## config.mk

```make
export PLATFORM = sky130hd
export DESIGN_NAME = serial_cluster
export DESIGN_NICKNAME = d
export VERILOG_FILES = /design/src/source/serial_pkg.sv /design/src/source/serial_dispatch.sv /design/src/source/serial_lane.sv /design/src/source/serial_collect.sv /design/src/source/serial_cluster.sv
export SDC_FILE = /design/constraint.sdc
export NUM_CORES = 1
export LEC_CHECK = 0
export CAP_MARGIN = 20
export CORE_ASPECT_RATIO = 0.75
export CORE_UTILIZATION = 33
export CTS_BUF_LIST = sky130_fd_sc_hd__clkbuf_8
export DETAILED_ROUTE_END_ITERATION = 8
export DONT_BUFFER_PORTS = 1
export PLACE_DENSITY = 0.51
export SLEW_MARGIN = 20
export SYNTH_ARGS = -nofsm -noshare
export SYNTH_HDL_FRONTEND = slang
export SYNTH_SLANG_ARGS = --single-unit
```

## constraint.sdc

```tcl
create_clock -name clk -period 8.6 [get_ports clk]
set_input_delay 1.72 -clock clk [delete_from_list [all_inputs] [get_ports clk]]
set_output_delay 1.72 -clock clk [all_outputs]
set_load 0.05 [all_outputs]
```

## src/source/serial_pkg.sv

```systemverilog
package serial_pkg;

   // Serial pass length, one bit per clock
   localparam int WORD_W = 32;

   // Largest cluster the rotation logic is sized for
   localparam int MAX_LANES = 8;

   typedef logic [WORD_W-1:0] word_t;

   // Bit position within a serial pass
   typedef logic [4:0] bitcnt_t;

   // Code 7 is left free and yields zero
   typedef enum logic [2:0] {
      OP_ADD  = 3'd0,
      OP_SUB  = 3'd1,
      OP_AND  = 3'd2,
      OP_OR   = 3'd3,
      OP_XOR  = 3'd4,
      OP_SLT  = 3'd5,
      OP_SLTU = 3'd6
   } op_t;

endpackage

```

## src/source/serial_dispatch.sv

```systemverilog
module serial_dispatch #(
   parameter int N_LANES = 4
) (
   input  logic               clk,
   input  logic               i_rst,
   input  logic               i_cmd_valid,
   output logic               o_cmd_ready,
   input  logic [N_LANES-1:0] i_lane_idle,
   output logic [N_LANES-1:0] o_start
);

   localparam int PTR_W = (N_LANES > 1) ? $clog2(N_LANES) : 1;

   logic [PTR_W-1:0] ptr;
   logic             accept;

   if ((N_LANES < 1) || (N_LANES > serial_pkg::MAX_LANES)) begin : g_lane_check
      $error("N_LANES out of range");
   end

   // Only the lane under the pointer may take the next command
   assign o_cmd_ready = i_lane_idle[ptr];
   assign accept      = i_cmd_valid & o_cmd_ready;

   always_comb begin
      o_start = '0;
      if (accept) begin
         o_start[ptr] = 1'b1;
      end
   end

   always_ff @(posedge clk) begin
      if (i_rst) begin
         ptr <= '0;
      end else if (accept) begin
         if (ptr == PTR_W'(N_LANES - 1)) begin
            ptr <= '0;
         end else begin
            ptr <= ptr + PTR_W'(1);
         end
      end
   end

   // A started lane leaves idle on the next edge
   a_start_leaves_idle: assert property (
      @(posedge clk) disable iff (i_rst)
      (o_start != '0) |=> ((i_lane_idle & $past(o_start)) == '0)
   );

endmodule

```

## src/source/serial_lane.sv

```systemverilog
module serial_lane (
   input  logic              clk,
   input  logic              i_rst,
   input  logic              i_start,
   input  serial_pkg::op_t   i_op,
   input  serial_pkg::word_t i_a,
   input  serial_pkg::word_t i_b,
   output logic              o_idle,
   input  logic              i_take,
   output logic              o_done,
   output serial_pkg::word_t o_result
);

   typedef enum logic [1:0] {
      IDLE,
      RUN,
      DONE
   } state_t;

   state_t              state;
   serial_pkg::bitcnt_t cnt;
   serial_pkg::op_t     op_q;
   serial_pkg::word_t   a_sr;
   serial_pkg::word_t   b_sr;
   serial_pkg::word_t   res_sr;
   logic                carry;

   logic a_bit;
   logic b_raw;
   logic b_bit;
   logic sum;
   logic cout;
   logic res_bit;
   logic lt;
   logic is_cmp;
   logic last;

   // Operations that run the adder as a - b
   function automatic logic sub_like(input serial_pkg::op_t op);
      return (op == serial_pkg::OP_SUB) || (op == serial_pkg::OP_SLT) ||
             (op == serial_pkg::OP_SLTU);
   endfunction

   assign a_bit = a_sr[0];
   assign b_raw = b_sr[0];
   assign b_bit = b_raw ^ sub_like(op_q);

   // Single full-adder slice
   assign sum  = a_bit ^ b_bit ^ carry;
   assign cout = (a_bit & b_bit) | (carry & (a_bit ^ b_bit));

   assign is_cmp = (op_q == serial_pkg::OP_SLT) || (op_q == serial_pkg::OP_SLTU);
   assign last   = (cnt == serial_pkg::bitcnt_t'(serial_pkg::WORD_W - 1));

   // No carry out of a + ~b + 1 means a < b unsigned, sign bits flip it for slt
   assign lt = (op_q == serial_pkg::OP_SLT) ? (~cout ^ a_bit ^ b_raw) : ~cout;

   always_comb begin
      case (op_q)
         serial_pkg::OP_ADD,
         serial_pkg::OP_SUB: res_bit = sum;
         serial_pkg::OP_AND: res_bit = a_bit & b_raw;
         serial_pkg::OP_OR:  res_bit = a_bit | b_raw;
         serial_pkg::OP_XOR: res_bit = a_bit ^ b_raw;
         default:            res_bit = 1'b0;
      endcase
   end

   always_ff @(posedge clk) begin
      if (i_rst) begin
         state <= IDLE;
         cnt   <= '0;
      end else begin
         case (state)
            IDLE: begin
               if (i_start) begin
                  state <= RUN;
                  cnt   <= '0;
               end
            end
            RUN: begin
               cnt <= cnt + serial_pkg::bitcnt_t'(1);
               if (last) begin
                  state <= DONE;
               end
            end
            DONE: begin
               if (i_take) begin
                  state <= IDLE;
               end
            end
            default: state <= IDLE;
         endcase
      end
   end

   always_ff @(posedge clk) begin
      if ((state == IDLE) && i_start) begin
         op_q  <= i_op;
         a_sr  <= i_a;
         b_sr  <= i_b;
         carry <= sub_like(i_op);
      end else if (state == RUN) begin
         a_sr  <= {1'b0, a_sr[serial_pkg::WORD_W-1:1]};
         b_sr  <= {1'b0, b_sr[serial_pkg::WORD_W-1:1]};
         carry <= cout;
         if (last && is_cmp) begin
            res_sr <= serial_pkg::word_t'(lt);
         end else begin
            // Result fills from the top, LSB ends up at bit 0
            res_sr <= {res_bit, res_sr[serial_pkg::WORD_W-1:1]};
         end
      end
   end

   assign o_idle   = (state == IDLE);
   assign o_done   = (state == DONE);
   assign o_result = res_sr;

   a_start_when_idle: assert property (
      @(posedge clk) disable iff (i_rst) i_start |-> (state == IDLE)
   );

   a_take_when_done: assert property (
      @(posedge clk) disable iff (i_rst) i_take |-> (state == DONE)
   );

endmodule

```

## src/source/serial_collect.sv

```systemverilog
module serial_collect #(
   parameter int N_LANES = 4
) (
   input  logic                                  clk,
   input  logic                                  i_rst,
   input  logic              [N_LANES-1:0]       i_lane_done,
   input  serial_pkg::word_t [N_LANES-1:0]       i_lane_result,
   output logic                                  o_res_valid,
   input  logic                                  i_res_ready,
   output serial_pkg::word_t                     o_res_data,
   output logic              [N_LANES-1:0]       o_take
);

   localparam int PTR_W = (N_LANES > 1) ? $clog2(N_LANES) : 1;

   logic [PTR_W-1:0] ptr;
   logic             xfer;

   // Drain in the same rotation the dispatcher fills
   assign o_res_valid = i_lane_done[ptr];
   assign o_res_data  = i_lane_result[ptr];
   assign xfer        = o_res_valid & i_res_ready;

   always_comb begin
      o_take = '0;
      if (xfer) begin
         o_take[ptr] = 1'b1;
      end
   end

   always_ff @(posedge clk) begin
      if (i_rst) begin
         ptr <= '0;
      end else if (xfer) begin
         if (ptr == PTR_W'(N_LANES - 1)) begin
            ptr <= '0;
         end else begin
            ptr <= ptr + PTR_W'(1);
         end
      end
   end

   // Stalled result must hold until it is taken
   a_res_stable: assert property (
      @(posedge clk) disable iff (i_rst)
      (o_res_valid && !i_res_ready) |=> (o_res_valid && $stable(o_res_data))
   );

endmodule

```

## src/source/serial_cluster.sv

```systemverilog
module serial_cluster #(
   parameter int N_LANES = 4
) (
   input  logic              clk,
   input  logic              i_rst,
   input  logic              i_cmd_valid,
   output logic              o_cmd_ready,
   input  serial_pkg::op_t   i_cmd_op,
   input  serial_pkg::word_t i_cmd_a,
   input  serial_pkg::word_t i_cmd_b,
   output logic              o_res_valid,
   input  logic              i_res_ready,
   output serial_pkg::word_t o_res_data
);

   logic              [N_LANES-1:0] lane_idle;
   logic              [N_LANES-1:0] lane_start;
   logic              [N_LANES-1:0] lane_done;
   logic              [N_LANES-1:0] lane_take;
   serial_pkg::word_t [N_LANES-1:0] lane_result;

   serial_dispatch #(
      .N_LANES (N_LANES)
   ) i_serial_dispatch (
      .clk         (clk),
      .i_rst       (i_rst),
      .i_cmd_valid (i_cmd_valid),
      .o_cmd_ready (o_cmd_ready),
      .i_lane_idle (lane_idle),
      .o_start     (lane_start)
   );

   // Operation and operands go to every lane, start selects one
   for (genvar g = 0; g < N_LANES; g++) begin : g_lane
      serial_lane i_serial_lane (
         .clk      (clk),
         .i_rst    (i_rst),
         .i_start  (lane_start[g]),
         .i_op     (i_cmd_op),
         .i_a      (i_cmd_a),
         .i_b      (i_cmd_b),
         .o_idle   (lane_idle[g]),
         .i_take   (lane_take[g]),
         .o_done   (lane_done[g]),
         .o_result (lane_result[g])
      );
   end

   serial_collect #(
      .N_LANES (N_LANES)
   ) i_serial_collect (
      .clk           (clk),
      .i_rst         (i_rst),
      .i_lane_done   (lane_done),
      .i_lane_result (lane_result),
      .o_res_valid   (o_res_valid),
      .i_res_ready   (i_res_ready),
      .o_res_data    (o_res_data),
      .o_take        (lane_take)
   );

endmodule

```

# After elaboration in Yosys (flattened, before gate mapping)
# Cells that the tools add are included.
# Widths: inputs -> output; s select.
op_classes:
  magnitude_cmp: 4
  addsub: 6
  reduce_logical: 56
  mux: 74
  n_eq_ne: 53
  bitwise_logic: 54
ops:
  columns: ["op", "n"]
  rows:
  - ["$mux 32", 17]
  - ["$bmux 32 s2", 1]
  - ["$eq 3x3->1 const B", 14]
  - ["$pmux 5 s2", 4]
  - ["$mux 2", 14]
  - ["$eq 3x2->1 const B", 8]
  - ["$pmux 2 s3", 4]
  - ["$xor 1x1->1", 24]
  - ["$add 5x1->5 const B", 4]
  - ["$eq 5x5->1 const B", 4]
  - ["$mux 1", 20]
  - ["$mux 5", 4]
  - ["$ne 2x1->1 const B", 8]
  - ["$pmux 1 s4", 4]
  - ["$reduce_and 2->1", 8]
  - ["$reduce_bool 2->1", 8]
  - ["$eq 3x1->1 const B", 5]
  - ["$and 1x1->1", 14]
  - ["$logic_or 1x1->1", 14]
  - ["$eq 2x2->1 const B", 6]
  - ["$logic_not 3->1", 4]
  - ["$reduce_and 3->1", 4]
  - ["$logic_and 1x1->1", 10]
  - ["$eq 2x1->1 const B", 4]
  - ["other kinds (11)", 40]
totals:
  regBits: 432
  output_inout_bits: 34
  wordCells: 281
  in_bits: 71

# Longest topological paths before layout
# Gate-level depths: netlist of the first run.
depth:
  word_depth: 12
  depth_mapped: 8
  ltp_nobuf: 7

# Cells and area by module
# A second synthesis of the first run with hierarchy kept.
unflattened:
  cells_unflattened: 1180
  hier_area_um2: 19488.7
by_module_without_submodules:
  columns: ["mod", "cells_each", "seq_area_each_um2", "area_per_inst_um2", "n_inst"]
  rows:
  - ["serial_lane (g_lane[1].i_serial_lane ...)", 272, 3143.0, 4554.4, 3]
  - ["serial_lane (g_lane[0].i_serial_lane)", 272, 3143.0, 4553.1, 1]
  - ["serial_collect", 66, 40.0, 1033.5, 1]
  - ["serial_dispatch", 26, 40.0, 239.0, 1]

# Worst setup path after synthesis of the first run
# OpenSTA, ideal clock, no wires.
synth_path:
  kind: "input -> register"
  start: "input port i_cmd_valid"
  end: "register g_lane[0].i_serial_lane.a_sr[0] (enable)"
  t_required_ns: 8.167
  path_stages: 4
  arrival_time_ns: 3.941
  n_path_buf: 2
  setup_time_ns: 0.433
  slack_ns: 4.226
  path_cell_list: "clkbuf_1 -> nand4_2 -> buf_2 -> nand2b_1"
synth_between:
  elab_chain_len: 4
synth_rtl:
  columns: ["item", "line", "rtl"]
  rows:
  - ["start: declaration", "serial_cluster.sv:6", "input logic i_cmd_valid,"]
  - ["$and 1x1->1", "serial_dispatch.sv:23", "assign accept = i_cmd_valid & o_cmd_ready;"]
  - ["$mux 4", "serial_dispatch.sv:27", "if (accept) begin"]
  - ["$logic_and 1x1->1", "serial_lane.sv:98", "if ((state == IDLE) && i_start) begin"]
  - ["$reduce_bool 2->1 (no source line)", null, null]
  - ["end signal: assignment", "serial_lane.sv:100", "a_sr <= i_a;"]
  - ["end signal: assignment", "serial_lane.sv:104", "a_sr <= {1'b0, a_sr[serial_pkg::WORD_W-1:1]};"]
  - ["end: declaration", "serial_lane.sv:23", "serial_pkg::word_t a_sr;"]
# Every way passes these cells.
# A chain may end at the register's enable or synchronous reset.

# Worst setup path after layout of the first run
layout_path:
  start: "register i_serial_collect.ptr[1]"
  end: "output port o_res_valid"
layout_between:
  elab_chain_len: 2
layout_rtl:
  columns: ["item", "line", "rtl"]
  rows:
  - ["start: declaration", "serial_collect.sv:16", "logic [PTR_W-1:0] ptr;"]
  - ["start signal: assignment", "serial_collect.sv:38", "ptr <= ptr + PTR_W'(1);"]
  - ["$bmux 1 s2", "serial_collect.sv:20", "assign o_res_valid = i_lane_done[ptr];"]
  - ["$mux 1 (implied by the code)", "serial_collect.sv:20", null]
  - ["end: declaration", "serial_cluster.sv:11", "output logic o_res_valid,"]
# Every way passes these cells. The select of a mux whose other input is x is not followed.

==> out/metrics.cfg, run 1 <==
[setup_path]
worst_setup_path_start_kind=flop
startpoint=i_serial_collect.ptr[1]
arrival_ns=2.82
cp_data_required_time_ns=6.88
crit_path_max_fanout=36
critPathCaptureType=output port
rr_startpoint=g_lane[2].i_serial_lane.state[1]
path_class=reg -> out

[timing]
period_needed_ns=4.54
fin_skew_ns=0.0428
setup_viol=0
post-route-period-util_pct=52.7
fmax_mhz=220
slew_headroom_pct=31.3
final_hold_viol_count=0
rsz0062_at_grt=no
worstMarginPinSlew_ns=1.03
drv_slew=0
setup_ws_ns=4.06
tns_ns=0

[clocking]
clkTransAtPathRegs_ns=0.06
cts_repair_resize_count=0
cts_buffers=76
postCtsSetupBuffers=0
cts_tree=done
hold_buffers=0
htreeDepth=3
cts_max_path_buffers=3
clkLatencyLatePin_ns=0.66
root_buffer=clkbuf_8
clock_sinks=432

[grt]
grt_pass1_wl_um=60100
grt_antenna_before_repair=0
globalRouteOverflowTotal=0
grt_use_total_pct=13.4
grt_pass1_vias=9563
grt_start_max_net_pins=66

[min_path]
hp-class=reg -> reg
hp-start=g_lane[0].i_serial_lane.cnt[2]

[synthesis]
synthSimpleGateAreaFrac_pct=7.22
synth.area.mux_share_pct=20.0
synth_xor_area_share_pct=0.777
yosysSeqAreaShare_pct=66.0
syn-num-nets=1235
syn_inst=1136
avgSynthCellArea_um2=16.9
synth_compound_area_share_pct=1.89
synth-adder-area-share_pct=1.98
ys_types=40
synth_async_sr_flop_share_pct=0
netlist_area_um2=19200
synth_edf_count=400
synth_top_family_by_area=multiplexers
synth-seq-cells=432
ys.flop_type=edfxtp_1
ys_warn_count=0

[finish]
area_delta_synth_final_pct=12.1
num-nets-final=1267
n_fill_cell=5379
drive_above_1_share_pct=33.8

[place]
pre_cts_slack_ns=4.66
io_buffers=0
gp_congestion=0.715
dp_hpwl_um=22700

[drt]
ant_nets=0
wl_um=38600
post-route-drc-count=0
firstDrtPassIters=4
vias=9491
first_iter_violations=457
drt-wirelength-per-cell_um=19.2
viasPerCell=4.73

[run_status]
status=finished, final reports clean

[floorplan]
ios=105
initial_core_util_pct=33.4
die-width_um=280
chipHeight_um=211
dieArea_um2=59100
fp.coreArea_um2=57400
rows=76

[run]
maxCapViolCount=0

[power]
max-vdd-ir-drop_uv=94.1
cellLeakagePower_nw=7.34
power_w=0.00510
powerDensity_nw_per_um2=237

## critical path, cell delays in order (launching register included)
cell and delay, ns:
dfxtp_2 0.95, inv_1 0.23, mux4_2 0.56, inv_1 0.44
## layer usage
metal | vias to the layer above | part of all wire, % | track usage (%)
met5 | - | 0 | 0
met4 | 0 | 2.3 | 4.69
met3 | 74 | 4.4 | 3.47
met2 | 152 | 46 | 20.2
met1 | 4853 | 48 | 18.5
li1 | 4412 | - | -
## synthesized netlist by cell type, types with 4 or more instances
| cell | count | area [µm²] |
|---|---|---|
| a22o_1 | 4 | 35.0 |
| clkbuf_1 | 25 | 93.8 |
| inv_1 | 21 | 78.8 |
| xor2_1 | 13 | 114 |
| inv_2 | 5 | 18.8 |
| nor3_1 | 6 | 30.0 |
| mux4_2 | 34 | 766 |
| xnor2_1 | 4 | 35.0 |
| a21oi_1 | 14 | 70.1 |
| a21o_1 | 4 | 30.0 |
| nor2_1 | 20 | 75.1 |
| o21ai_0 | 10 | 50.1 |
| mux2_2 | 215 | 2420 |
| a211oi_1 | 5 | 37.5 |
| nor3b_1 | 16 | 120 |
| buf_6 | 6 | 67.6 |
| fa_1 | 4 | 80.1 |
| o211a_1 | 4 | 40.0 |
| and3_1 | 4 | 25.0 |
| ha_1 | 24 | 300 |
| a32o_1 | 8 | 80.1 |
| mux2_4 | 40 | 601 |
| edfxtp_1 | 400 | 12000 |
| mux2i_1 | 4 | 40.0 |
| dfxtp_1 | 32 | 641 |
| nand3_1 | 10 | 50.1 |
| buf_2 | 24 | 120 |
| nor2b_1 | 136 | 851 |
| nand4_1 | 4 | 25.0 |
| nand2b_1 | 12 | 75.1 |
| nand2_1 | 13 | 48.8 |
## placed cells by master (no fill, tap or decap), types with 5 or more instances in the layout
cell,count
edfxtp_1,400
mux2_2,215
nor2b_1,132
clkbuf_8,81
inv_1,48
mux2_4,40
mux4_2,34
dfxtp_1,30
ha_1,24
nor2_1,20
nor3b_1,16
clkinv_1,15
a21oi_1,14
xor2_1,13
nand2_1,13
buf_4,13
nand3_1,10
o21ai_0,10
nand2b_1,8
a32o_1,8
nor3_1,6
a211oi_1,5
## state kept, by name (all words and copies together), names as in the netlist
| name | cells |
|---|---|
| g_lane.i_serial_lane.op_q | 12 |
| g_lane.i_serial_lane.carry | 4 |
| i_serial_dispatch.ptr | 2 |
| g_lane.i_serial_lane.cnt | 20 |
| i_serial_collect.ptr | 2 |
| g_lane.i_serial_lane.b_sr | 128 |
| g_lane.i_serial_lane.o_result | 128 |
| g_lane.i_serial_lane.a_sr | 128 |
| g_lane.i_serial_lane.state | 8 |
## logic make-up (layout without fill, tap and decap cells)
family	count (synthesis)	in the layout
AO/OA/AOI/OAI	51	51
AND/OR/NAND/NOR	229	229
buffers and inverters	85	175
adder cells (fa/ha/maj)	28	28
multiplexers	294	294
XOR/XNOR	17	17
flip-flops	432	432
other	0	1
## report_power, final
| group | switching [W] | internal [W] | total, W | leakage, nW |
|---|---|---|---|---|
| combinational | 0.000338 | 0.000248 | 0.000586 | 2.56 |
| sequential | 0.0000663 | 0.00260 | 0.00267 | 3.93 |
| clock | 0.000876 | 0.000972 | 0.00185 | 0.842 |
## layout make-up
class	instances	area [µm²]	area share [%]
antenna	1	2.50	0.0116
clock buffer	81	1110	5.19
clock inverter	55	354	1.65
inverter	26	100	0.466
multi-input combinational	619	6200	28.8
sequential	432	12700	58.9
tap	780	976	4.54
timing repair buffer	13	97.6	0.454
## through the flow
stage	instance area (µm²)	cells	util [%]	hold slack, ns
final	21500	2007	37.4	0.513
after global routing	21500	2006	37.4	0.542
after CTS	21500	2006	37.4	0.511
after detailed placement	20000	1870	34.9	0.496
after global placement	20000	1870	34.9	0.481
after floorplan	19200	1136	-	0.464
## worst paths after layout
path	endpoint	slack [ns]	depth (start not counted)
worst max-delay path	o_res_valid	4.06	3
worst min-delay path	g_lane[0].i_serial_lane.cnt[2]	0.51	2
worst max register to register	g_lane[1].i_serial_lane.a_sr[3]	5.02	5
worst min register to register	g_lane[0].i_serial_lane.cnt[2]	0.51	2
(Power assumes the default switching activity.)
==> inputs of run 2 (changes only) <==
PLACE_DENSITY = 0.52   (was 0.51)
clock period = 4 ns   (was 8.6 ns; I/O delays follow)
==> run 2 against run 1 <==
  * Largest power group unchanged
  * Die area did not move
  * Sequential power rose by 110%
  * Core utilization barely moved
  * Largest cell class unchanged
  * Critical path type unchanged
  * Clock power rose by 100%
  * Register-to-register slack got worse by 3.9 ns
  * Routed wire length rose by 3.3%
  * Sequential cell count did not move
  * First-iteration DRC count rose by 29%
==> out/metrics.cfg, run 2 (synthesized netlist as in run 1, its figures left out) <==
[setup_path]
critPathCaptureType=output port
path_class=reg -> out
reg2regPathDepth=6  ; +1
reg2reg_to=g_lane[3].i_serial_lane.a_sr[12]
crit_path_max_fanout=23  ; -36%
cpMaxStageDelayCell=dfxtp_2
rr_startpoint=g_lane[3].i_serial_lane.state[1]
worst_path_largest_cell_delay_ns=0.81  ; -0.14 ns
path_delay_family=flip-flops
worst_setup_path_start_kind=flop
arrival_ns=2.63  ; -0.19 ns
rrSetupSlack_ns=1.14  ; -3.88 ns
path_cells=buf_4 -> mux4_2
cp_data_required_time_ns=3.20  ; -3.68 ns
worst-path-buf-inv=1  ; -1

[timing]
whs_ns=0.232  ; -0.281 ns
drv_slew=0  ; unchanged
post-route-period-util_pct=85.7
fin_skew_ns=0.0312  ; -0.0116 ns
period_needed_ns=3.43
worstMarginPinSlew_ns=0.988  ; -0.0420 ns
rsz0062_at_grt=no
fmax_mhz=292
tns_ns=0  ; unchanged
setup_ws_ns=0.572  ; -3.49 ns
setup_viol=0  ; unchanged
final_hold_viol_count=0  ; unchanged
slew_headroom_pct=34.1  ; +2.8 points

[clocking]
hold_buffers=0  ; unchanged
postCtsSetupBuffers=0  ; unchanged
clkLatencyLatePin_ns=0.65  ; about the same
cts_buffers=73  ; -3.9%
clock_sinks=432  ; unchanged
htreeDepth=3  ; unchanged
cts_repair_resize_count=0  ; unchanged
cts_max_path_buffers=3  ; unchanged
clkTransAtPathRegs_ns=0.06  ; about the same
root_buffer=clkbuf_8
cts_tree=done

[finish]
final_util_pct=37.4  ; about the same
drive_above_1_share_pct=33.6  ; -0.22 points
n_fill_cell=5412  ; +0.61%
layout_common_cells=edfxtp_1 (400), mux2_2 (215), nor2b_1 (132)
area_delta_synth_final_pct=12.0  ; about the same
final_common_cell=edfxtp_1
n_antenna_cell=0  ; -1
num-nets-final=1270  ; +0.24%

[grt]
globalRouteOverflowTotal=0  ; unchanged
grt_use_total_pct=13.8  ; +0.42 points
grt_start_max_net_pins=70  ; +6.1%
grt_pass1_wl_um=61700  ; +2.8%
grt_antenna_before_repair=0  ; unchanged
grt_pass1_vias=9712  ; +1.6%

[floorplan]
die-width_um=280  ; unchanged
rows=76  ; unchanged
chipHeight_um=211  ; unchanged
dieArea_um2=59100  ; unchanged
ios=105  ; unchanged
initial_core_util_pct=33.4  ; unchanged
fp.coreArea_um2=57400  ; unchanged

[drt]
firstDrtPassIters=4  ; unchanged
drt-wirelength-per-cell_um=19.9  ; +3.3%
post-route-drc-count=0  ; unchanged
wl_um=39900  ; +3.3%
viasPerCell=4.75  ; +0.39%
vias=9533  ; +0.44%
first_iter_violations=588  ; +29%
ant_nets=0  ; unchanged

[min_path]
whs_path_depth=1  ; -1
hp-class=in -> reg
hp-start=i_rst
holdPathEnd=g_lane[3].i_serial_lane.cnt[3]

[power]
cellLeakagePower_nw=7.34  ; about the same
powerDensity_nw_per_um2=501  ; +110%
power_frac_comb_pct=12.0  ; +0.5 points
power_w=0.0108  ; +110%
max-vdd-ir-drop_uv=204  ; +120%
switchingPower_w=0.00275  ; +110%
clockPowerShare_pct=34.6  ; -1.6 points
p_int_w=0.00801  ; +110%
seqPwrFrac_pct=53.4  ; +1.1 points
p_sw_share_pct=25.5  ; +0.44 points

[place]
gp_congestion=0.758  ; +6.0%
pre_cts_slack_ns=1.14  ; -3.52 ns
io_buffers=0  ; unchanged
dp_hpwl_um=24100  ; +6.0%

[run_status]
status=finished, final reports clean

[run]
maxCapViolCount=0  ; unchanged

[run 2: worst register-to-register path, cell delays in order, from the launching register on]
cell     delay (ns)
dfxtp_1        0.35
nor2_1         0.25
mux4_2         0.68
nand4_4        0.28
inv_4          0.17
buf_12         0.32
mux2_2         0.57
[run 2: area by class of cell]
type                       count  area (µm²)  share of cell area [%]
clock buffer                  74        1020                    4.74
clock inverter                58         327                    1.52
inverter                      26         100                   0.466
multi-input combinational    619        6200                    28.9
sequential                   432       12700                    58.9
tap                          780         976                    4.54
timing repair buffer          19         205                   0.955
[run 2: how the worst max path moves through the flow]
stage                     slack [ns]  cells after the start                              end                        startpoint
after floorplan                 0.21                      3  g_lane[3].i_serial_lane.a_sr[0]  g_lane[3].i_serial_lane.state[0]
after global placement          1.16                      2                    o_res_data[2]           i_serial_collect.ptr[0]
after detailed placement        1.14                      2                    o_res_data[2]           i_serial_collect.ptr[0]
after CTS                       0.43                      2                    o_res_data[2]           i_serial_collect.ptr[0]
after global routing            0.33                      2                    o_res_data[3]           i_serial_collect.ptr[0]
final                           0.57                      2                    o_res_data[3]           i_serial_collect.ptr[0]
[run 2: layer usage]
| metal | track usage [%] | wire (µm) |
|---|---|---|
| met1 | 19.3 | 19100 |
| met2 | 20.8 | 18300 |
| met3 | 3.56 | 1660 |
| met4 | 4.32 | 825 |
| met5 | 0 | 0 |
[run 2: power groups by stage]
stage | registers, W | logic (W) | clock network [W]
4_1_cts | 0.00574 | 0.00134 | 0.00385
2_1_floorplan | 0.00578 | 0.00104 | 0
3_3_place_gp | 0.00583 | 0.00131 | 0
6_report | 0.00574 | 0.00130 | 0.00372
5_1_grt | 0.00578 | 0.00142 | 0.00404
3_5_place_dp | 0.00583 | 0.00133 | 0
[run 2: metrics by stage]
step	cells	instance area, µm²
after floorplan	1136	19200
after global placement	1876	20100
after detailed placement	1876	20100
after CTS	2008	21500
after global routing	2008	21500
final	2008	21500
==> inputs of run 3 (changes only) <==
BUFFER_PORTS_ARGS = -buffer_cell sky130_fd_sc_hd__buf_2   (was not set)
DONT_BUFFER_PORTS = not set   (was 1)
GPL_ROUTABILITY_DRIVEN = 0   (was not set)
PLACE_DENSITY = 0.54   (was 0.52)
==> run 3 against run 2 <==
  * Setup slack worse by 0.030 ns
  * Combinational power rose by 8%
  * Global-route usage hardly changed
  * Die area unchanged
  * Clock skew increased by 0.012 ns
  * Clock power down 3%
  * Largest power group unchanged
  * Sequential share of layout area down 1.2 points
  * Critical path type unchanged
==> out/metrics.cfg, run 3 (synthesized netlist as in run 1, its figures left out) <==
[floorplan]
rows=76  ; unchanged
ios=105  ; unchanged
dieArea_um2=59100  ; unchanged
fp.coreArea_um2=57400  ; unchanged
die-width_um=280  ; unchanged
chipHeight_um=211  ; unchanged
initial_core_util_pct=33.4  ; unchanged

[finish]
area_delta_synth_final_pct=14.4
drive_above_1_share_pct=39.0  ; +5.3 points
final_common_cell=edfxtp_1
num-nets-final=1374  ; +8.2%
layout_common_cells=edfxtp_1 (400), mux2_2 (215), nor2b_1 (132)
n_fill_cell=5420  ; +0.15%
final_cell_area_um2=21900  ; +2.1%

[run_status]
status=finished, final reports clean

[setup_path]
path_class=reg -> out
reg2reg_to=g_lane[0].i_serial_lane.a_sr[22]
reg2regPathDepth=4  ; -2
arrival_ns=2.66  ; +0.03 ns
cp_data_required_time_ns=3.20  ; about the same
startpoint=i_serial_collect.ptr[0]
critical_path.endpoint=o_res_data[16]
crit_path_max_fanout=20  ; -13%
rrSetupSlack_ns=1.17  ; +0.03 ns
worst_setup_path_start_kind=flop
rr_startpoint=g_lane[1].i_serial_lane.state[1]
critPathCaptureType=output port

[timing]
setup_viol=0  ; unchanged
fmax_mhz=289  ; -0.86%
rsz0062_at_grt=no
drv_slew=0  ; unchanged
slew_headroom_pct=31.4  ; -2.8 points
tns_ns=0  ; unchanged
period_needed_ns=3.46  ; +0.0299 ns
whs_ns=0.441  ; +0.210 ns
worstMarginPinSlew_ns=1.03  ; +0.0418 ns
fin_skew_ns=0.0428  ; +0.0116 ns
post-route-period-util_pct=86.5  ; +0.75 points
final_hold_viol_count=0  ; unchanged

[drt]
wl_um=39300  ; -1.6%
vias=9988  ; +4.8%
post-route-drc-count=0  ; unchanged
firstDrtPassIters=4  ; unchanged
viasPerCell=4.74  ; -0.20%
drt-wirelength-per-cell_um=18.6  ; -6.2%
ant_nets=0  ; unchanged
first_iter_violations=548  ; -6.8%

[clocking]
root_buffer=clkbuf_8
cts_max_path_buffers=3  ; unchanged
clkLatencyLatePin_ns=0.67  ; +0.02 ns
cts_buffers=74  ; +1.4%
hold_buffers=0  ; unchanged
htreeDepth=3  ; unchanged
clkTransAtPathRegs_ns=0.06  ; about the same
clock_sinks=432  ; unchanged
postCtsSetupBuffers=0  ; unchanged
cts_repair_resize_count=0  ; unchanged
cts_tree=done

[run]
maxCapViolCount=0  ; unchanged

[grt]
grt_start_max_net_pins=70  ; unchanged
grt_pass1_wl_um=62400  ; +1.2%
globalRouteOverflowTotal=0  ; unchanged
grt_use_total_pct=13.8  ; about the same
grt_pass1_vias=10300  ; +5.8%
grt_antenna_before_repair=2  ; +2

[place]
dp_hpwl_um=23900  ; -0.97%
placed_area_um2=20600  ; +2.5%
io_buffers=104  ; +104

[power]
powerDensity_nw_per_um2=489  ; -2.3%
max-vdd-ir-drop_uv=198  ; -3.0%
cellLeakagePower_nw=7.72  ; +5.2%

[min_path]
hp-class=in -> reg

## run 3: cell types whose count changed in the layout (fill, tap and decap cells not counted), sizes merged
cell / change
clkinv: -11
diode: +1
inv: +6
clkinvlp: +1
bufinv: -2
buf: +103
clkbuf: +2
## run 3: critical path, cell delays in order (launching register included)
cell and delay, ns:
dfxtp_2 0.76, buf_4 0.45, mux4_2 0.56, buf_2 0.23
## run 3: area by class of cell
| class | count | area, µm² | area share, % |
|---|---|---|---|
| well taps | 780 | 976 | 4.45 |
| clock buffers | 76 | 1050 | 4.77 |
| multi-input cells | 619 | 6200 | 28.3 |
| diodes | 1 | 2.50 | 0.0114 |
| clock inverters | 52 | 245 | 1.12 |
| repair buffers | 122 | 706 | 3.22 |
| flip-flops and latches | 432 | 12700 | 57.7 |
| inverters | 26 | 100 | 0.456 |
## run 3: report_power, final
group | switching, W | leakage [nW] | internal [W]
Sequential | 0.000148 | 3.93 | 0.00558
Combinational | 0.000800 | 3.01 | 0.000596
Clock | 0.00182 | 0.775 | 0.00178
## run 3: worst min path at each step
stage / from / endpoint / cells past startpoint
2_1_floorplan: g_lane[0].i_serial_lane.cnt[2] / g_lane[0].i_serial_lane.cnt[2] / 2
3_3_place_gp: g_lane[0].i_serial_lane.cnt[2] / g_lane[0].i_serial_lane.cnt[2] / 2
3_5_place_dp: g_lane[2].i_serial_lane.cnt[2] / g_lane[2].i_serial_lane.cnt[2] / 2
4_1_cts: i_cmd_op[1] / g_lane[3].i_serial_lane.op_q[1] / 1
5_1_grt: i_cmd_op[2] / g_lane[3].i_serial_lane.op_q[2] / 1
6_report: i_cmd_op[1] / g_lane[3].i_serial_lane.op_q[1] / 1
## run 3: metal layers
layer / vias up / track usage [%] / wire (µm)
met4: 2 / 4.99 / 840
li1: 4617 / - / -
met5: - / 0 / 9
met3: 67 / 3.21 / 1650
met1: 5134 / 19.9 / 19500
met2: 168 / 20.1 / 17300
## run 3: per-stage QoR
stage / worst slack, ns / utilization (%) / total power [W] / instances
final: 0.542 / 38.2 / 0.0107 / 2108
after global routing: 0.303 / 38.2 / 0.0112 / 2107
after CTS: 0.409 / 38.2 / 0.0109 / 2107
after detailed placement: 1.12 / 35.9 / 0.00725 / 1979
after global placement: 1.17 / 35.9 / 0.00721 / 1979
after floorplan: 0.210 / - / 0.00682 / 1136
